### src/logic/z80CyclePkg.sv
package z80CyclePkg;

    //------------------------------------------------------------
    // Machine cycle kinds
    //------------------------------------------------------------
    typedef enum logic [2:0] {
        KIND_NONE    = 3'd0,    // No cycle in progress
        KIND_FETCH   = 3'd1,    // Opcode fetch (M1)
        KIND_MREAD   = 3'd2,    // Memory read
        KIND_MWRITE  = 3'd3,    // Memory write
        KIND_IOREAD  = 3'd4,    // I/O read
        KIND_IOWRITE = 3'd5,    // I/O write
        KIND_INTR    = 3'd6     // Interrupt response
    } cycleKind_t;

    // One-hot T-state, bit 0 is T1
    typedef logic [5:0] tState_t;

    localparam tState_t T1 = 6'b000001;
    localparam tState_t T2 = 6'b000010;
    localparam tState_t T3 = 6'b000100;
    localparam tState_t T4 = 6'b001000;
    localparam tState_t T5 = 6'b010000;
    localparam tState_t T6 = 6'b100000;

    // Sequencer FSM
    typedef enum logic {
        SEQ_IDLE    = 1'b0,
        SEQ_RUNNING = 1'b1
    } seqState_t;

    // Last T-state of each kind, where BUSRQ is tested
    function automatic tState_t lastState(cycleKind_t kind);
        case (kind)
            KIND_FETCH:                lastState = T4;
            KIND_MREAD, KIND_MWRITE:   lastState = T3;
            KIND_IOREAD, KIND_IOWRITE: lastState = T4;
            KIND_INTR:                 lastState = T6;
            default:                   lastState = '0;
        endcase
    endfunction

    // T-state in which WAIT stretches the cycle
    function automatic tState_t waitState(cycleKind_t kind);
        case (kind)
            KIND_FETCH, KIND_MREAD, KIND_MWRITE: waitState = T2;
            KIND_IOREAD, KIND_IOWRITE:           waitState = T3;
            KIND_INTR:                           waitState = T4;
            default:                             waitState = '0;
        endcase
    endfunction

endpackage

### src/logic/z80PadPkg.sv
package z80PadPkg;

    //------------------------------------------------------------
    // External bus widths
    //------------------------------------------------------------
    localparam int ADDR_BITS = 16;     // A15..A0
    localparam int DATA_BITS = 8;      // D7..D0

    typedef logic [ADDR_BITS-1:0] addr_t;
    typedef logic [DATA_BITS-1:0] data_t;

    //------------------------------------------------------------
    // Control pins, all active high inside the core
    //------------------------------------------------------------
    typedef struct packed {
        logic m1;           // Opcode fetch or interrupt acknowledge
        logic mreq;         // Memory request
        logic iorq;         // I/O request
        logic rd;           // Read strobe
        logic wr;           // Write strobe
        logic rfsh;         // Refresh slot
        logic busAck;       // Bus granted to an external master
    } busPins_t;

    //------------------------------------------------------------
    // Pad controls from pin control to the pads
    //------------------------------------------------------------
    typedef struct packed {
        logic busPinOe;     // Drive the control pins
        logic abPinOe;      // Drive the address pins
        logic abWe;         // Load the address latch
        logic dbPinOe;      // Drive the data pins from the latch
        logic dbPinRe;      // Capture the data pins into the latch
        logic dbWe;         // Load the latch from internal write data
        logic dbOe;         // Hand the latch to the internal bus
    } padCtl_t;

endpackage

### src/logic/machineCycleSequencer.sv
`timescale 1ns/1ps

module machineCycleSequencer (
    input  logic                    clk,
    input  logic                    reset,
    input  logic                    cycleStart,     // One-clk start strobe
    input  z80CyclePkg::cycleKind_t cycleKind,      // Kind of cycle to start
    input  logic                    hold,           // Repeat the current T-state
    input  logic                    busAck,         // Bus granted away, freeze
    output z80CyclePkg::tState_t    tState,
    output logic                    phaseHigh,      // First half of the T-state
    output z80CyclePkg::cycleKind_t activeKind,     // Kind of the running cycle
    output logic                    cycleDone,
    output logic                    ready
);

    z80CyclePkg::seqState_t seqState;
    logic                   startAccept;
    logic                   inLastT;
    logic                   running;

    assign running = (seqState == z80CyclePkg::SEQ_RUNNING);
    assign ready   = (seqState == z80CyclePkg::SEQ_IDLE);

    // A start without a kind is dropped
    assign startAccept = cycleStart & ready & (cycleKind != z80CyclePkg::KIND_NONE);

    assign inLastT = (tState == z80CyclePkg::lastState(activeKind));

    // Low phase of the final T-state, nothing stretching it
    assign cycleDone = running & ~phaseHigh & inLastT & ~hold;

    //------------------------------------------------------------
    // T-state and phase stepping
    //------------------------------------------------------------
    always_ff @(posedge clk) begin
        if (reset) begin
            seqState   <= z80CyclePkg::SEQ_IDLE;
            tState     <= '0;
            phaseHigh  <= 1'b0;
            activeKind <= z80CyclePkg::KIND_NONE;
        end else begin
            case (seqState)
                z80CyclePkg::SEQ_IDLE: begin
                    if (startAccept) begin
                        seqState   <= z80CyclePkg::SEQ_RUNNING;
                        activeKind <= cycleKind;
                        tState     <= z80CyclePkg::T1;
                        phaseHigh  <= 1'b1;         // T1 starts in its high half
                    end
                end
                z80CyclePkg::SEQ_RUNNING: begin
                    if (!busAck) begin              // Frozen while the bus is granted
                        if (phaseHigh) begin
                            phaseHigh <= 1'b0;
                        end else if (hold) begin
                            phaseHigh <= 1'b1;      // Same T-state again, both halves
                        end else if (inLastT) begin
                            seqState   <= z80CyclePkg::SEQ_IDLE;
                            tState     <= '0;
                            activeKind <= z80CyclePkg::KIND_NONE;
                        end else begin
                            tState    <= tState << 1;   // Next T-state
                            phaseHigh <= 1'b1;
                        end
                    end
                end
                default: seqState <= z80CyclePkg::SEQ_IDLE;
            endcase
        end
    end

    //------------------------------------------------------------
    // Checks
    //------------------------------------------------------------
    // Exactly one T-state while a cycle runs
    tStateOneHot: assert property (@(posedge clk) disable iff (reset)
        running |-> $onehot(tState))
        else $error("tState not one-hot: %b", tState);

    // Core must wait for ready before the next start
    startWhileBusy: assert property (@(posedge clk) disable iff (reset)
        cycleStart |-> ready)
        else $error("cycleStart while a cycle is running");

endmodule

### src/logic/pinControl.sv
`timescale 1ns/1ps

module pinControl (
    input  logic                    clk,
    input  logic                    reset,
    input  logic                    mwait,          // External device not ready
    input  logic                    busrq,          // External master wants the bus
    input  z80CyclePkg::tState_t    tState,
    input  logic                    phaseHigh,
    input  z80CyclePkg::cycleKind_t activeKind,
    output z80PadPkg::busPins_t     pins,
    output z80PadPkg::padCtl_t      padCtl,
    output logic                    hold,           // Stretch the current T-state
    output logic                    busAck
);

    logic t1, t2, t3, t4, t5, t6;
    logic hi, lo;
    logic running;
    logic inLastT;
    logic inWaitT;
    logic busPinOe;
    logic waitLatch;                    // WAIT seen at the start of the low phase
    logic busrqLatch;                   // BUSRQ seen every clk
    z80PadPkg::busPins_t rawPins;       // Decoded pins before bus release
    z80PadPkg::padCtl_t  rawCtl;        // Decoded pad strobes

    assign t1 = tState[0];
    assign t2 = tState[1];
    assign t3 = tState[2];
    assign t4 = tState[3];
    assign t5 = tState[4];
    assign t6 = tState[5];
    assign hi = phaseHigh;
    assign lo = ~phaseHigh;

    //------------------------------------------------------------
    // Pin and pad strobe decode per kind
    //------------------------------------------------------------
    always_comb begin
        rawPins = '0;
        rawCtl  = '0;
        case (activeKind)
            z80CyclePkg::KIND_FETCH: begin
                rawPins.m1   = t1 | t2;
                rawPins.mreq = (t1 & lo) | t2 | (t3 & lo) | (t4 & hi);
                rawPins.rd   = (t1 & lo) | t2;
                rawPins.rfsh = t3 | t4;                 // Refresh slot
                rawCtl.abWe    = (t1 | t3) & hi;        // Reload for refresh address
                rawCtl.dbPinRe = t2;
                rawCtl.dbOe    = t3;
            end
            z80CyclePkg::KIND_MREAD: begin
                rawPins.mreq = (t1 & lo) | t2 | (t3 & hi);
                rawPins.rd   = (t1 & lo) | t2 | (t3 & hi);
                rawCtl.abWe    = t1 & hi;
                rawCtl.dbPinRe = t3 & hi;
                rawCtl.dbOe    = t3 & lo;
            end
            z80CyclePkg::KIND_MWRITE: begin
                rawPins.mreq = (t1 & lo) | t2 | (t3 & hi);
                rawPins.wr   = (t2 & lo) | (t3 & hi);   // Data settles before wr
                rawCtl.abWe    = t1 & hi;
                rawCtl.dbWe    = t1 & hi;
                rawCtl.dbPinOe = (t1 & lo) | t2 | t3;
            end
            z80CyclePkg::KIND_IOREAD: begin
                rawPins.iorq = t2 | t3 | (t4 & hi);
                rawPins.rd   = t2 | t3 | (t4 & hi);
                rawCtl.abWe    = t1 & hi;
                rawCtl.dbPinRe = t4 & hi;
                rawCtl.dbOe    = t4 & lo;
            end
            z80CyclePkg::KIND_IOWRITE: begin
                rawPins.iorq = t2 | t3 | (t4 & hi);
                rawPins.wr   = t2 | t3 | (t4 & hi);
                rawCtl.abWe    = t1 & hi;
                rawCtl.dbWe    = t1 & hi;
                rawCtl.dbPinOe = (t1 & lo) | t2 | t3 | t4;
            end
            z80CyclePkg::KIND_INTR: begin
                // Two automatic waits before iorq, then refresh
                rawPins.m1   = t1 | t2 | t3 | t4;
                rawPins.iorq = (t3 & lo) | t4;
                rawPins.mreq = (t5 & lo) | t6;
                rawPins.rfsh = t5 | t6;
                rawCtl.abWe    = (t1 | t5) & hi;
                rawCtl.dbPinRe = t4 & lo;               // Vector from the device
                rawCtl.dbOe    = t5;
            end
            default: begin
                rawPins = '0;
                rawCtl  = '0;
            end
        endcase
    end

    //------------------------------------------------------------
    // WAIT and BUSRQ sampling
    //------------------------------------------------------------
    always_ff @(posedge clk) begin
        if (reset) begin
            waitLatch  <= 1'b0;
            busrqLatch <= 1'b0;
        end else begin
            busrqLatch <= busrq;
            if (phaseHigh) begin
                waitLatch <= mwait;     // Edge into the low phase
            end
        end
    end

    assign running = (activeKind != z80CyclePkg::KIND_NONE);
    assign inLastT = running & (tState == z80CyclePkg::lastState(activeKind));
    assign inWaitT = running & (tState == z80CyclePkg::waitState(activeKind));

    assign busAck = busrqLatch & inLastT;           // Grant only at the cycle end
    assign hold   = (waitLatch & inWaitT) | busAck;

    // Pins are driven only inside a cycle that owns the bus
    assign busPinOe = running & ~busAck;

    always_comb begin
        pins = rawPins;
        if (!busPinOe) begin
            pins = '0;
        end
        pins.busAck = busAck;
    end

    always_comb begin
        padCtl          = rawCtl;
        padCtl.busPinOe = busPinOe;
        padCtl.abPinOe  = busPinOe;
        padCtl.dbPinOe  = rawCtl.dbPinOe & ~busAck;     // Release data pins too
    end

    // Read and write strobes are exclusive in every kind
    rdWrExclusive: assert property (@(posedge clk) disable iff (reset)
        !(pins.rd && pins.wr))
        else $error("rd and wr both high, kind %0d", activeKind);

endmodule

### src/logic/addressPad.sv
`timescale 1ns/1ps

module addressPad #(
    parameter int ADDR_WIDTH = $bits(z80PadPkg::addr_t)
) (
    input  logic                   clk,
    input  logic                   reset,
    input  z80PadPkg::padCtl_t     padCtl,
    input  z80PadPkg::addr_t       cycleAddress,   // Also used in refresh slots
    output logic [ADDR_WIDTH-1:0]  addressPins,
    output logic                   addressPinsOe
);

    logic [ADDR_WIDTH-1:0] addressLatch;   // Output pin latch

    //------------------------------------------------------------
    // Latch load
    //------------------------------------------------------------
    always_ff @(posedge clk) begin
        if (reset) begin
            addressLatch <= '0;
        end else if (padCtl.abWe) begin
            addressLatch <= ADDR_WIDTH'(cycleAddress);  // T1H, refresh T-state H
        end
    end

    // Released bus reads as zero
    assign addressPins   = padCtl.abPinOe ? addressLatch : '0;
    assign addressPinsOe = padCtl.abPinOe;

endmodule

### src/logic/dataPad.sv
`timescale 1ns/1ps

module dataPad #(
    parameter int DATA_WIDTH = $bits(z80PadPkg::data_t)
) (
    input  logic                   clk,
    input  logic                   reset,
    input  z80PadPkg::padCtl_t     padCtl,
    input  logic [DATA_WIDTH-1:0]  writeData,      // From the core
    input  logic [DATA_WIDTH-1:0]  dataPinsIn,     // From the external bus
    output logic [DATA_WIDTH-1:0]  dataPinsOut,
    output logic                   dataPinsOe,
    output logic [DATA_WIDTH-1:0]  readData,       // Valid while readStrobe
    output logic                   readStrobe
);

    logic [DATA_WIDTH-1:0] dataLatch;  // Shared by both directions

    //------------------------------------------------------------
    // Latch, loaded from inside or from the pins
    //------------------------------------------------------------
    always_ff @(posedge clk) begin
        if (padCtl.dbWe) begin
            dataLatch <= writeData;         // Write cycles, T1H
        end else if (padCtl.dbPinRe) begin
            dataLatch <= dataPinsIn;        // Read cycles, sampled off the bus
        end
    end

    // Pin side
    assign dataPinsOut = padCtl.dbPinOe ? dataLatch : '0;
    assign dataPinsOe  = padCtl.dbPinOe;

    // Core side
    assign readData   = dataLatch;
    assign readStrobe = padCtl.dbOe;

    // Both loads come from pin control and must never collide
    latchLoadExclusive: assert property (@(posedge clk) disable iff (reset)
        !(padCtl.dbWe && padCtl.dbPinRe))
        else $error("dbWe and dbPinRe both high");

endmodule

### src/logic/busInterfaceTop.sv
`timescale 1ns/1ps

module busInterfaceTop #(
    parameter int ADDR_WIDTH = $bits(z80PadPkg::addr_t),
    parameter int DATA_WIDTH = $bits(z80PadPkg::data_t)
) (
    input  logic                    clk,
    input  logic                    reset,
    // Core side
    input  logic                    cycleStart,
    input  z80CyclePkg::cycleKind_t cycleKind,
    input  z80PadPkg::addr_t        cycleAddress,
    input  logic [DATA_WIDTH-1:0]   writeData,
    output logic [DATA_WIDTH-1:0]   readData,
    output logic                    readStrobe,
    output logic                    cycleDone,
    output logic                    ready,
    // External bus
    input  logic                    mwait,
    input  logic                    busrq,
    input  logic [DATA_WIDTH-1:0]   dataPinsIn,
    output z80PadPkg::busPins_t     pins,
    output logic [ADDR_WIDTH-1:0]   addressPins,
    output logic                    addressPinsOe,
    output logic [DATA_WIDTH-1:0]   dataPinsOut,
    output logic                    dataPinsOe
);

    z80CyclePkg::tState_t    tState;
    z80CyclePkg::cycleKind_t activeKind;
    z80PadPkg::padCtl_t      padCtl;
    logic                    phaseHigh;
    logic                    hold;
    logic                    busAck;

    //------------------------------------------------------------
    // Timing and decode
    //------------------------------------------------------------
    machineCycleSequencer sequencer (
        .clk(clk), .reset(reset),
        .cycleStart(cycleStart), .cycleKind(cycleKind),
        .hold(hold), .busAck(busAck),
        .tState(tState), .phaseHigh(phaseHigh), .activeKind(activeKind),
        .cycleDone(cycleDone), .ready(ready)
    );

    pinControl control (
        .clk(clk), .reset(reset),
        .mwait(mwait), .busrq(busrq),
        .tState(tState), .phaseHigh(phaseHigh), .activeKind(activeKind),
        .pins(pins), .padCtl(padCtl),
        .hold(hold), .busAck(busAck)
    );

    //------------------------------------------------------------
    // Pads
    //------------------------------------------------------------
    addressPad #(.ADDR_WIDTH(ADDR_WIDTH)) addrPad (
        .clk(clk), .reset(reset), .padCtl(padCtl),
        .cycleAddress(cycleAddress),
        .addressPins(addressPins), .addressPinsOe(addressPinsOe)
    );

    dataPad #(.DATA_WIDTH(DATA_WIDTH)) dataBusPad (
        .clk(clk), .reset(reset), .padCtl(padCtl),
        .writeData(writeData), .dataPinsIn(dataPinsIn),
        .dataPinsOut(dataPinsOut), .dataPinsOe(dataPinsOe),
        .readData(readData), .readStrobe(readStrobe)
    );

endmodule

### config.mk
export PLATFORM = sky130hd
export DESIGN_NAME = busInterfaceTop
export DESIGN_NICKNAME = d
export VERILOG_FILES = /design/src/logic/z80CyclePkg.sv /design/src/logic/z80PadPkg.sv /design/src/logic/machineCycleSequencer.sv /design/src/logic/pinControl.sv /design/src/logic/addressPad.sv /design/src/logic/dataPad.sv /design/src/logic/busInterfaceTop.sv
export SDC_FILE = /design/constraint.sdc
export NUM_CORES = 1
export LEC_CHECK = 0
export BUFFER_PORTS_ARGS = -buffer_cell sky130_fd_sc_hd__clkbuf_2
export CORE_ASPECT_RATIO = 0.6
export CORE_MARGIN = 1
export CORE_UTILIZATION = 45
export CTS_CLUSTER_DIAMETER = 80
export DETAILED_ROUTE_END_ITERATION = 8
export HOLD_SLACK_MARGIN = 0.03
export PLACE_DENSITY = 0.77
export SLEW_MARGIN = 20
export SYNTH_ARGS = -nofsm -noshare
export SYNTH_HDL_FRONTEND = slang
export SYNTH_SLANG_ARGS = --single-unit
### constraint.sdc
create_clock -name clk -period 2 [get_ports clk]
set_input_delay 0.4 -clock clk [delete_from_list [all_inputs] [get_ports clk]]
set_output_delay 0.4 -clock clk [all_outputs]
set_load 0.005 [all_outputs]
* Word-level counts from Yosys, hierarchy flattened
Cells that the tools add are included.
** Word-level totals
- Register bits :: 37
- Bits in latches :: 0
- Bits in writable memories :: 0
- ROM bits :: 0
- Input port bits :: 40
- Output and inout port bits :: 44
- Word-level logic and storage cells :: 117
- Memories :: 0
** Operators by class
- Add/sub/neg operators :: 0
- $mul :: 0
- Divide/modulo/power cells :: 0
- Magnitude comparators :: 0
- Equal/unequal tests :: 13
- Shift-type cells :: 0
- Muxes and demuxes :: 40
- Bitwise operators :: 44
- Reductions and logical operators :: 12
** Operators with widths (number)
- $mux W6 :: 5
- $mux W8 :: 3
- $and A1 B1 Y1 :: 21
- $or A1 B1 Y1 :: 19
- $pmux W6 S3 :: 1
- $mux W16 :: 1
- $mux W3 :: 5
- $pmux W1 S2 :: 7
- $pmux W4 S3 :: 1
- $pmux W6 S2 :: 1
- $ne A2 B2 Y1 const B :: 5
- $eq A3 B3 Y1 const B :: 3
- $mux W1 :: 9
- $pmux W1 S3 :: 3
- $pmux W1 S4 :: 2
- $mux W7 :: 1
- $eq A3 B2 Y1 const B :: 2
- $eq A6 B4 Y1 :: 1
- $eq A6 B6 Y1 :: 1
- $pmux W3 S2 :: 1
- $reduce_bool A3 Y1 :: 2
- $reduce_or A2 Y1 :: 3
- $reduce_or A3 Y1 :: 2
- $reduce_and A5 Y1 :: 1
- 6 further kinds :: 9

* Longest topological paths before layout
Gate-level depths: netlist of the first run.
- Depth after elaboration :: 11
- Gate-level depth with buffers :: 8
- Gate-level depth less buffers :: 5

* Cells and area by module
Synthesis of the first run repeated with hierarchy kept, for this count alone.
** Second synthesis, totals
- Cells, all modules :: 283
- Area, all modules :: 2473.6 um2
** By module, submodules not included
- pinControl :: instances 1, cells an instance 117, area each 769.5 um2, seq. area each 40.0 um2
- addressPad :: instances 1, cells an instance 70, area each 691.9 um2, seq. area each 320.3 um2
- machineCycleSequencer :: instances 1, cells an instance 68, area each 569.3 um2, seq. area each 220.2 um2
- dataPad :: instances 1, cells an instance 28, area each 442.9 um2, seq. area each 240.2 um2

* Least setup slack after synthesis of the first run
No wires, ideal clock.
- Path type :: reg2out
- From :: register sequencer.activeKind[0]
- To :: output port addressPins[0]
- Arrival :: 1653 ps
- Data required time :: 1600 ps
- Path slack :: -53 ps
- Stages on the path, launching flop included :: 8
- Path buffers :: 2
- Cells stage by stage :: dfxtp_1 buf_2 o21bai_1 mux2_2 and3_1 a21oi_1 clkbuf_1 and2_1
** On the way
- Word-level cells in the longest chain between the ends :: 9
- Elaborated cells on any way between the ends :: 16
- Classes of those cells :: 7 x eq/ne; 2 x mux; 4 x bitwise; 3 x reduce/logical
** RTL lines
- start, declared :: line machineCycleSequencer.sv:12 : output z80CyclePkg::cycleKind_t activeKind,
- start signal, assigned :: line machineCycleSequencer.sv:41 : activeKind <= z80CyclePkg::KIND_NONE;
- start signal, assigned :: line machineCycleSequencer.sv:47 : activeKind <= cycleKind;
- start signal, assigned :: line machineCycleSequencer.sv:61 : activeKind <= z80CyclePkg::KIND_NONE;
- $eq A3 B1 Y1, or another cell as far along :: line z80CyclePkg.sv:34 : case (kind)
- $reduce_or A3 Y1 (no source line) / $reduce_or A2 Y1 (equally long branches)
- $pmux W6 S3 :: line z80CyclePkg.sv:34
- $eq A6 B6 Y1 :: line pinControl.sv:114 : assign inLastT = running & (tState == z80CyclePkg::lastState(activeKind));
- $and A1 B1 Y1 :: line pinControl.sv:114
- $and A1 B1 Y1 :: line pinControl.sv:117 : assign busAck = busrqLatch & inLastT;
- $not A1 Y1 :: line pinControl.sv:121 : assign busPinOe = running & ~busAck;
- $and A1 B1 Y1 (*) :: line pinControl.sv:121
- $mux W16 (*) :: line addressPad.sv:28 : assign addressPins = padCtl.abPinOe ? addressLatch : '0;
- end, declared :: line busInterfaceTop.sv:23 : output logic [ADDR_WIDTH-1:0] addressPins,
Every way passes the cells marked *; elsewhere a longest branch is shown, timed or not.

* Worst setup path after layout of the first run
- From :: register sequencer.activeKind[2]
- To :: output port cycleDone
** On the way
- Word-level cells in the longest chain between the ends :: 9
- Elaborated cells on any way between the ends :: 23
- Classes of those cells :: 8 x eq/ne; 2 x mux; 8 x bitwise; 5 x reduce/logical
** RTL lines
- $eq A3 B1 Y1, or another cell as far along :: line z80CyclePkg.sv:34, z80CyclePkg.sv:45
- $reduce_or A3 Y1, or another cell as far along :: line z80CyclePkg.sv:45 : case (kind)
- $pmux W4 S3 / $pmux W6 S3 (equally long branches) :: line z80CyclePkg.sv:45, z80CyclePkg.sv:34
- $eq A6 B4 Y1 / $eq A6 B6 Y1 (equally long branches) :: line pinControl.sv:115, machineCycleSequencer.sv:28, pinControl.sv:114
- $and A1 B1 Y1 (on tied branches) :: line pinControl.sv:115, pinControl.sv:114
- $and A1 B1 Y1 (on tied branches) :: line pinControl.sv:118, pinControl.sv:117
- $or A1 B1 Y1 :: line pinControl.sv:118 : assign hold = (waitLatch & inWaitT) | busAck;
- $not A1 Y1 :: line machineCycleSequencer.sv:31 : assign cycleDone = running & ~phaseHigh & inLastT & ~hold;
- $and A1 B1 Y1 (*) :: line machineCycleSequencer.sv:31
- end, declared :: line busInterfaceTop.sv:16 : output logic cycleDone,
Marked as above.

==> qor.yml, run 1 <==
global_route:
  grt_max_degree: 20
  antenna_found_initial: 0
  overflow: 0
  grt_util_all_layers_pct: 26.1
  grt_pass1_vias: 2211
  grt_first_pass_wirelength_um: 10800
hold_path:
  hold_class: "in -> reg"
clock_tree:
  path_clk_slew_ns: 0.07
  cts_tree: "done"
  cts_root_buf: "clkbuf_8"
  clockBufferDepth: 2
  insertion_delay_ns: 0.29
  cts_made_buffers: 5
  cts_hold_buf: 0
  cts.sinks: 37
  ctsHtreeMaxLevel: 2
floorplan:
  die_x_um: 94.2
  rows: 19
  die_y_um: 57.3
  die_area_um2: 5400
  start_util_pct: 48.5
  io_pins: 84
  core_area_um2: 4730
synth:
  synth-main-ff-cell: "dfxtp_1"
  ys_warn_count: 0
  postSynthCellCount: 254
  ys_seq_area_share_pct: 35.8
  synth_cell_types: 60
  syn_area_um2: 2290
  postSynthNetCount: 294
  avgSynthCellArea_um2: 9.03
  ys_seq_elements: 37
  ys_top_cells_by_count: "dfxtp_1 (29), and2_1 (27), nor2_1 (27), mux2i_1 (21), a21oi_1 (12)"
  yosys.area.top_type_share_pct: 25.3
  synth_top_cell_by_area: "dfxtp_1"
  synth_enable_flop_cells: 8
  async_flop_share_pct: 0
  yosysMostFrequentCell: "dfxtp_1"
  synthTopCellsByArea: "dfxtp_1 (25%), edfxtp_1 (10%), mux2i_1 (9.2%)"
timing:
  tightestPinTransition_ns: 0.414
  slew_viol_final: 0
  hold-worst-slack_ns: 0.315
  setup_violations: 34
  tns_ns: -10.69
  clock.fmax_mhz: 420
  rsz0062_at_grt: "yes"
  finalCritPeriodShare_pct: 119
  period_needed_ns: 2.38
  relSlewSlack_pct: 72.3
  fin_skew_ns: 0.00985
  fin_ws_ns: -0.380
  hold_violations: 0
outcome:
  violations: "negative setup slack"
  status: "finished, violations left"
cells_and_area:
  drive_gt1_share_pct: 52.5
  syn_to_final_growth_pct: 53.8
  nNetsFinal: 420
  antennaDiodeCount: 0
worst_setup_path:
  end_kind: "output pin"
  r2r-start: "sequencer.activeKind[2]"
  worstPathMaxFanout: 6
  rr_worst_depth: 6
  r2r_end: "sequencer.phaseHigh"
  path_class: "reg -> out"
  crit_path_start_kind: "flop"
  reg2reg_slack_ns: 0.02
  endpoint: "cycleDone"
  cp.required_ns: 1.60
  crit_start: "sequencer.activeKind[2]"
  arrival_ns: 1.98
run:
  maxCapViolations: 0
route:
  vias: 2453
  drt_iter0_drc: 188
  drc: 0
  wirelength_um: 7270
  viasPerCell: 5.52
  routedWlPerCell_um: 16.4
  first_pass_iters: 4
  drt.antenna.violating_nets: 0
placed_design:
  hpwl_um: 5050
  portBuffers: 83
  place_congestion: 0.950
pwr:
  p_leak_nw: 1.66
  power_density_nw_per_um2: 651
  irDropWorstVdd_uv: 462
## worst min path at each step
stage	startpoint	end	depth (start not counted)
final	busrq	control.busrqLatch	2
after detailed placement	addrPad.addressLatch[12]	addrPad.addressLatch[12]	2
after global routing	busrq	control.busrqLatch	2
after global placement	addrPad.addressLatch[11]	addrPad.addressLatch[11]	2
after floorplan	addrPad.addressLatch[0]	addrPad.addressLatch[0]	2
after CTS	busrq	control.busrqLatch	2
## what timing repair did
item,CTS,global route
setup buffers,6,3
gates resized for setup,28,51
endpoints found under the setup margin,40,40
cloned,2,0
pin swaps,3,14
## placed cells by master, fill, tap and decap left out, types with 3 or more instances in the layout
cell type and instances:
a21oi_1 11, a21oi_4 3, and2_1 18, and2_4 9, buf_2 7, buf_4 46, buf_6 19, clkbuf_2 66
clkbuf_8 6, dfxtp_1 23, dfxtp_4 5, edfxtp_1 8, inv_1 4, mux2_2 8, mux2i_1 21, nand2_1 9
nand2b_1 4, nand3b_1 4, nor2_1 24, nor2_2 3, nor2b_1 6, nor3_1 3, o21ai_0 7, o31ai_1 3
o32ai_1 3, or3_1 3
## logic make-up after synthesis
| family | share of synthesized area [%] |
|---|---|
| multiplexers | 13.6 |
| AO/OA/AOI/OAI | 20.2 |
| XOR/XNOR | 0.764 |
| buffers and inverters | 5.18 |
| flip-flops | 35.8 |
| AND/OR/NAND/NOR | 24.4 |
## worst max-delay path, cell delays in order, from the launching register on
cell,delay (ns)
dfxtp_4,0.41
nand2_4,0.06
or4b_4,0.50
a311oi_4,0.36
nor2_2,0.09
and2_1,0.16
clkbuf_2,0.10
## cell type report
cell class | count | area (um2)
Multi-Input combinational cell | 193 | 1550
Fill cell | 358 | 1200
Timing Repair Buffer | 138 | 925
Sequential cell | 37 | 841
Clock buffer | 6 | 82.6
Tap cell | 63 | 78.8
Clock inverter | 2 | 36.3
Inverter | 5 | 18.8
## metrics by stage
| stage | cell area [um2] | std cells | setup WS, ns | power (mW) | utilization (%) |
|---|---|---|---|---|---|
| after floorplan | 2300 | 254 | 0.0112 | 1.19 | - |
| after detailed placement | 3060 | 427 | -0.211 | 1.48 | 64.6 |
| final | 3530 | 444 | -0.380 | 2.30 | 74.6 |
| after CTS | 3360 | 443 | -0.406 | 2.29 | 71.0 |
| after global placement | 3060 | 427 | -0.190 | 1.47 | 64.6 |
| after global routing | 3530 | 444 | -0.425 | 2.40 | 74.6 |
## registers in the layout, indices dropped and copies added (netlist names)
register / cells
sequencer.tState: 6
control.waitLatch: 1
control.busrqLatch: 1
addrPad.addressLatch: 16
dataBusPad.readData: 8
sequencer.phaseHigh: 1
sequencer.running: 1
sequencer.activeKind: 3
## metal layers
metal	part of all wire, %	wire length (um)	GRT usage (%)
met1	42	3050	35.7
met2	46	3370	41.6
met3	10	749	6.80
met4	1.4	99	5.49
met5	0	0	0
## power by group
part,internal [mW],switching (mW),total [mW]
Combinational,0.373,0.388,0.761
Clock,0.407,0.288,0.695
Sequential,0.795,0.0472,0.842
Total,1.58,0.723,2.30
No activity file was read; power rests on OpenSTA's default activity.
==> run 2: changes to the inputs <==
SETUP_SLACK_MARGIN = 0.4   (was not set)
==> run 2 against run 1 <==
The flow still finishes with violations (negative setup slack). Hold slack better by 0.029 ns. Sequential power up 0.5%. Clock power down 19%. Utilization up 8.6 points. Critical path depth up 1. Routed wire length up 33%. Critical endpoint is now addressPins[9]. Largest cell class unchanged. Largest power group is now combinational cells.
==> qor.yml, run 2 (synthesis gave the netlist of run 1 again) <==
route:
  wirelength_um: 9660
  drt.antenna.violating_nets: 0
  first_pass_iters: 5
  drc: 0
  vias: 2800
  drt_iter0_drc: 341
  viasPerCell: 6.01
  routedWlPerCell_um: 20.7
clock_tree:
  cts_hold_buf: 0
  ctsHtreeMaxLevel: 2
  cts_tree: "done"
  clockBufferDepth: 2
  cts_made_buffers: 5
  cts.sinks: 37
  cts_root_buf: "clkbuf_8"
  path_clk_slew_ns: 0.08
  insertion_delay_ns: 0.29
timing:
  relSlewSlack_pct: 62.1
  clock.fmax_mhz: 407
  rsz0062_at_grt: "yes"
  period_needed_ns: 2.46
  fin_skew_ns: 0.00959
  hold_violations: 0
  fin_ws_ns: -0.455
  tightestPinTransition_ns: 0.569
  setup_violations: 69
  tns_ns: -15.75
  slew_viol_final: 0
  hold-worst-slack_ns: 0.344
  finalCritPeriodShare_pct: 123
worst_setup_path:
  worstPathMaxFanout: 20
  crit_path_start_kind: "flop"
  end_kind: "output pin"
  arrival_ns: 2.06
  path_class: "reg -> out"
  cp.required_ns: 1.60
cells_and_area:
  layout_commonest_cell: "clkbuf_2"
  drive_gt1_share_pct: 59.1
  final_cell_mix: "clkbuf_2 (83), buf_4 (41), buf_6 (32), nor2_1 (24)"
  syn_to_final_growth_pct: 71.6
  nNetsFinal: 442
  multiInputGateArea_um2: 1740
  fill_cells: 264
  finish.utilization_pct: 83.2
  ff_latch_area_um2: 840
  largest_reg_flops: 16
  largest_register: "addrPad.addressLatch"
  antennaDiodeCount: 0
  design_area_um2: 3940
global_route:
  grt_max_degree: 23
  grt_first_pass_wirelength_um: 12400
  grt_util_all_layers_pct: 30.0
  overflow: 0
  antenna_found_initial: 0
  grt_pass1_vias: 2496
placed_design:
  hpwl_um: 5120
  place_congestion: 0.981
  portBuffers: 83
  placed_area_um2: 3120
  dp_slack_ns: -0.162
pwr:
  p_leak_nw: 1.83
  irDropWorstVdd_uv: 397
  power_density_nw_per_um2: 608
outcome:
  status: "finished, violations left"
  violations: "negative setup slack"
floorplan:
  start_util_pct: 48.5
  die_y_um: 57.3
  io_pins: 84
  die_area_um2: 5400
  rows: 19
  core_area_um2: 4730
  die_x_um: 94.2
run:
  maxCapViolations: 0
hold_path:
  hold_class: "in -> reg"
run 2: cell count changes in the layout (fill, tap and decap cells not counted), moves of 3 or more:
| cell | previous run | this run |
|---|---|---|
| buf_6 | 19 | 32 |
| clkbuf_2 | 66 | 83 |
| buf_4 | 46 | 41 |
| nor3_2 | 0 | 3 |
| mux2_2 | 8 | 0 |
| and2_4 | 9 | 5 |
| and2_1 | 18 | 22 |
| a21oi_1 | 11 | 8 |
| a21oi_2 | 0 | 3 |
| buf_2 | 7 | 0 |
| mux2_4 | 1 | 9 |
| nor3_1 | 3 | 0 |
run 2: layout make-up:
type / instances / area share (%)
clock buffer: 6 / 2.10
clock inverter: 2 / 0.350
inverter: 5 / 0.477
multi-input combinational: 193 / 44.2
sequential: 37 / 21.3
tap: 63 / 2.00
timing repair buffer: 160 / 29.6
run 2: worst max-delay path: stages (launching register included):
cell,delay (ns)
dfxtp_2,0.40
nor4_1,0.38
mux2_4,0.26
and3_4,0.20
a21oi_4,0.06
buf_12,0.16
and2_1,0.17
clkbuf_2,0.13
run 2: per-stage QoR:
stage | std cells | power [mW]
6_report | 466 | 2.39
5_1_grt | 466 | 2.47
4_1_cts | 455 | 2.19
3_5_place_dp | 427 | 1.51
3_3_place_gp | 427 | 1.50
2_1_floorplan | 254 | 1.23
run 2: path summary, 6_finish.rpt:
check / startpoint / endpoint / slack (ns) / cells after the start
worst min register to register: addrPad.addressLatch[5] / addrPad.addressLatch[5] / 0.51 / 2
worst min-delay path: cycleAddress[15] / addrPad.addressLatch[15] / 0.34 / 3
worst max register to register: sequencer.activeKind[2] / sequencer.activeKind[1] / -0.38 / 9
worst max-delay path: sequencer.tState[1] / addressPins[9] / -0.46 / 7
run 2: per-layer routing:
metal	GRT usage (%)	wire length, um	vias up
li1	-	-	1222
met1	41.6	3880	1313
met2	46.4	4390	215
met3	8.40	1050	50
met4	7.25	330	0
met5	0	0	-
run 2: what timing repair did:
item | CTS | global route
cloned | 2 | 0
setup buffers | 18 | 11
pin swaps | 18 | 10
endpoints found under the setup margin | 79 | 78
gates resized for setup | 60 | 48
run 2: where the power goes:
part           switching, mW  internal, mW
registers             0.0498         0.796
logic                  0.505         0.481
clock network          0.283         0.280
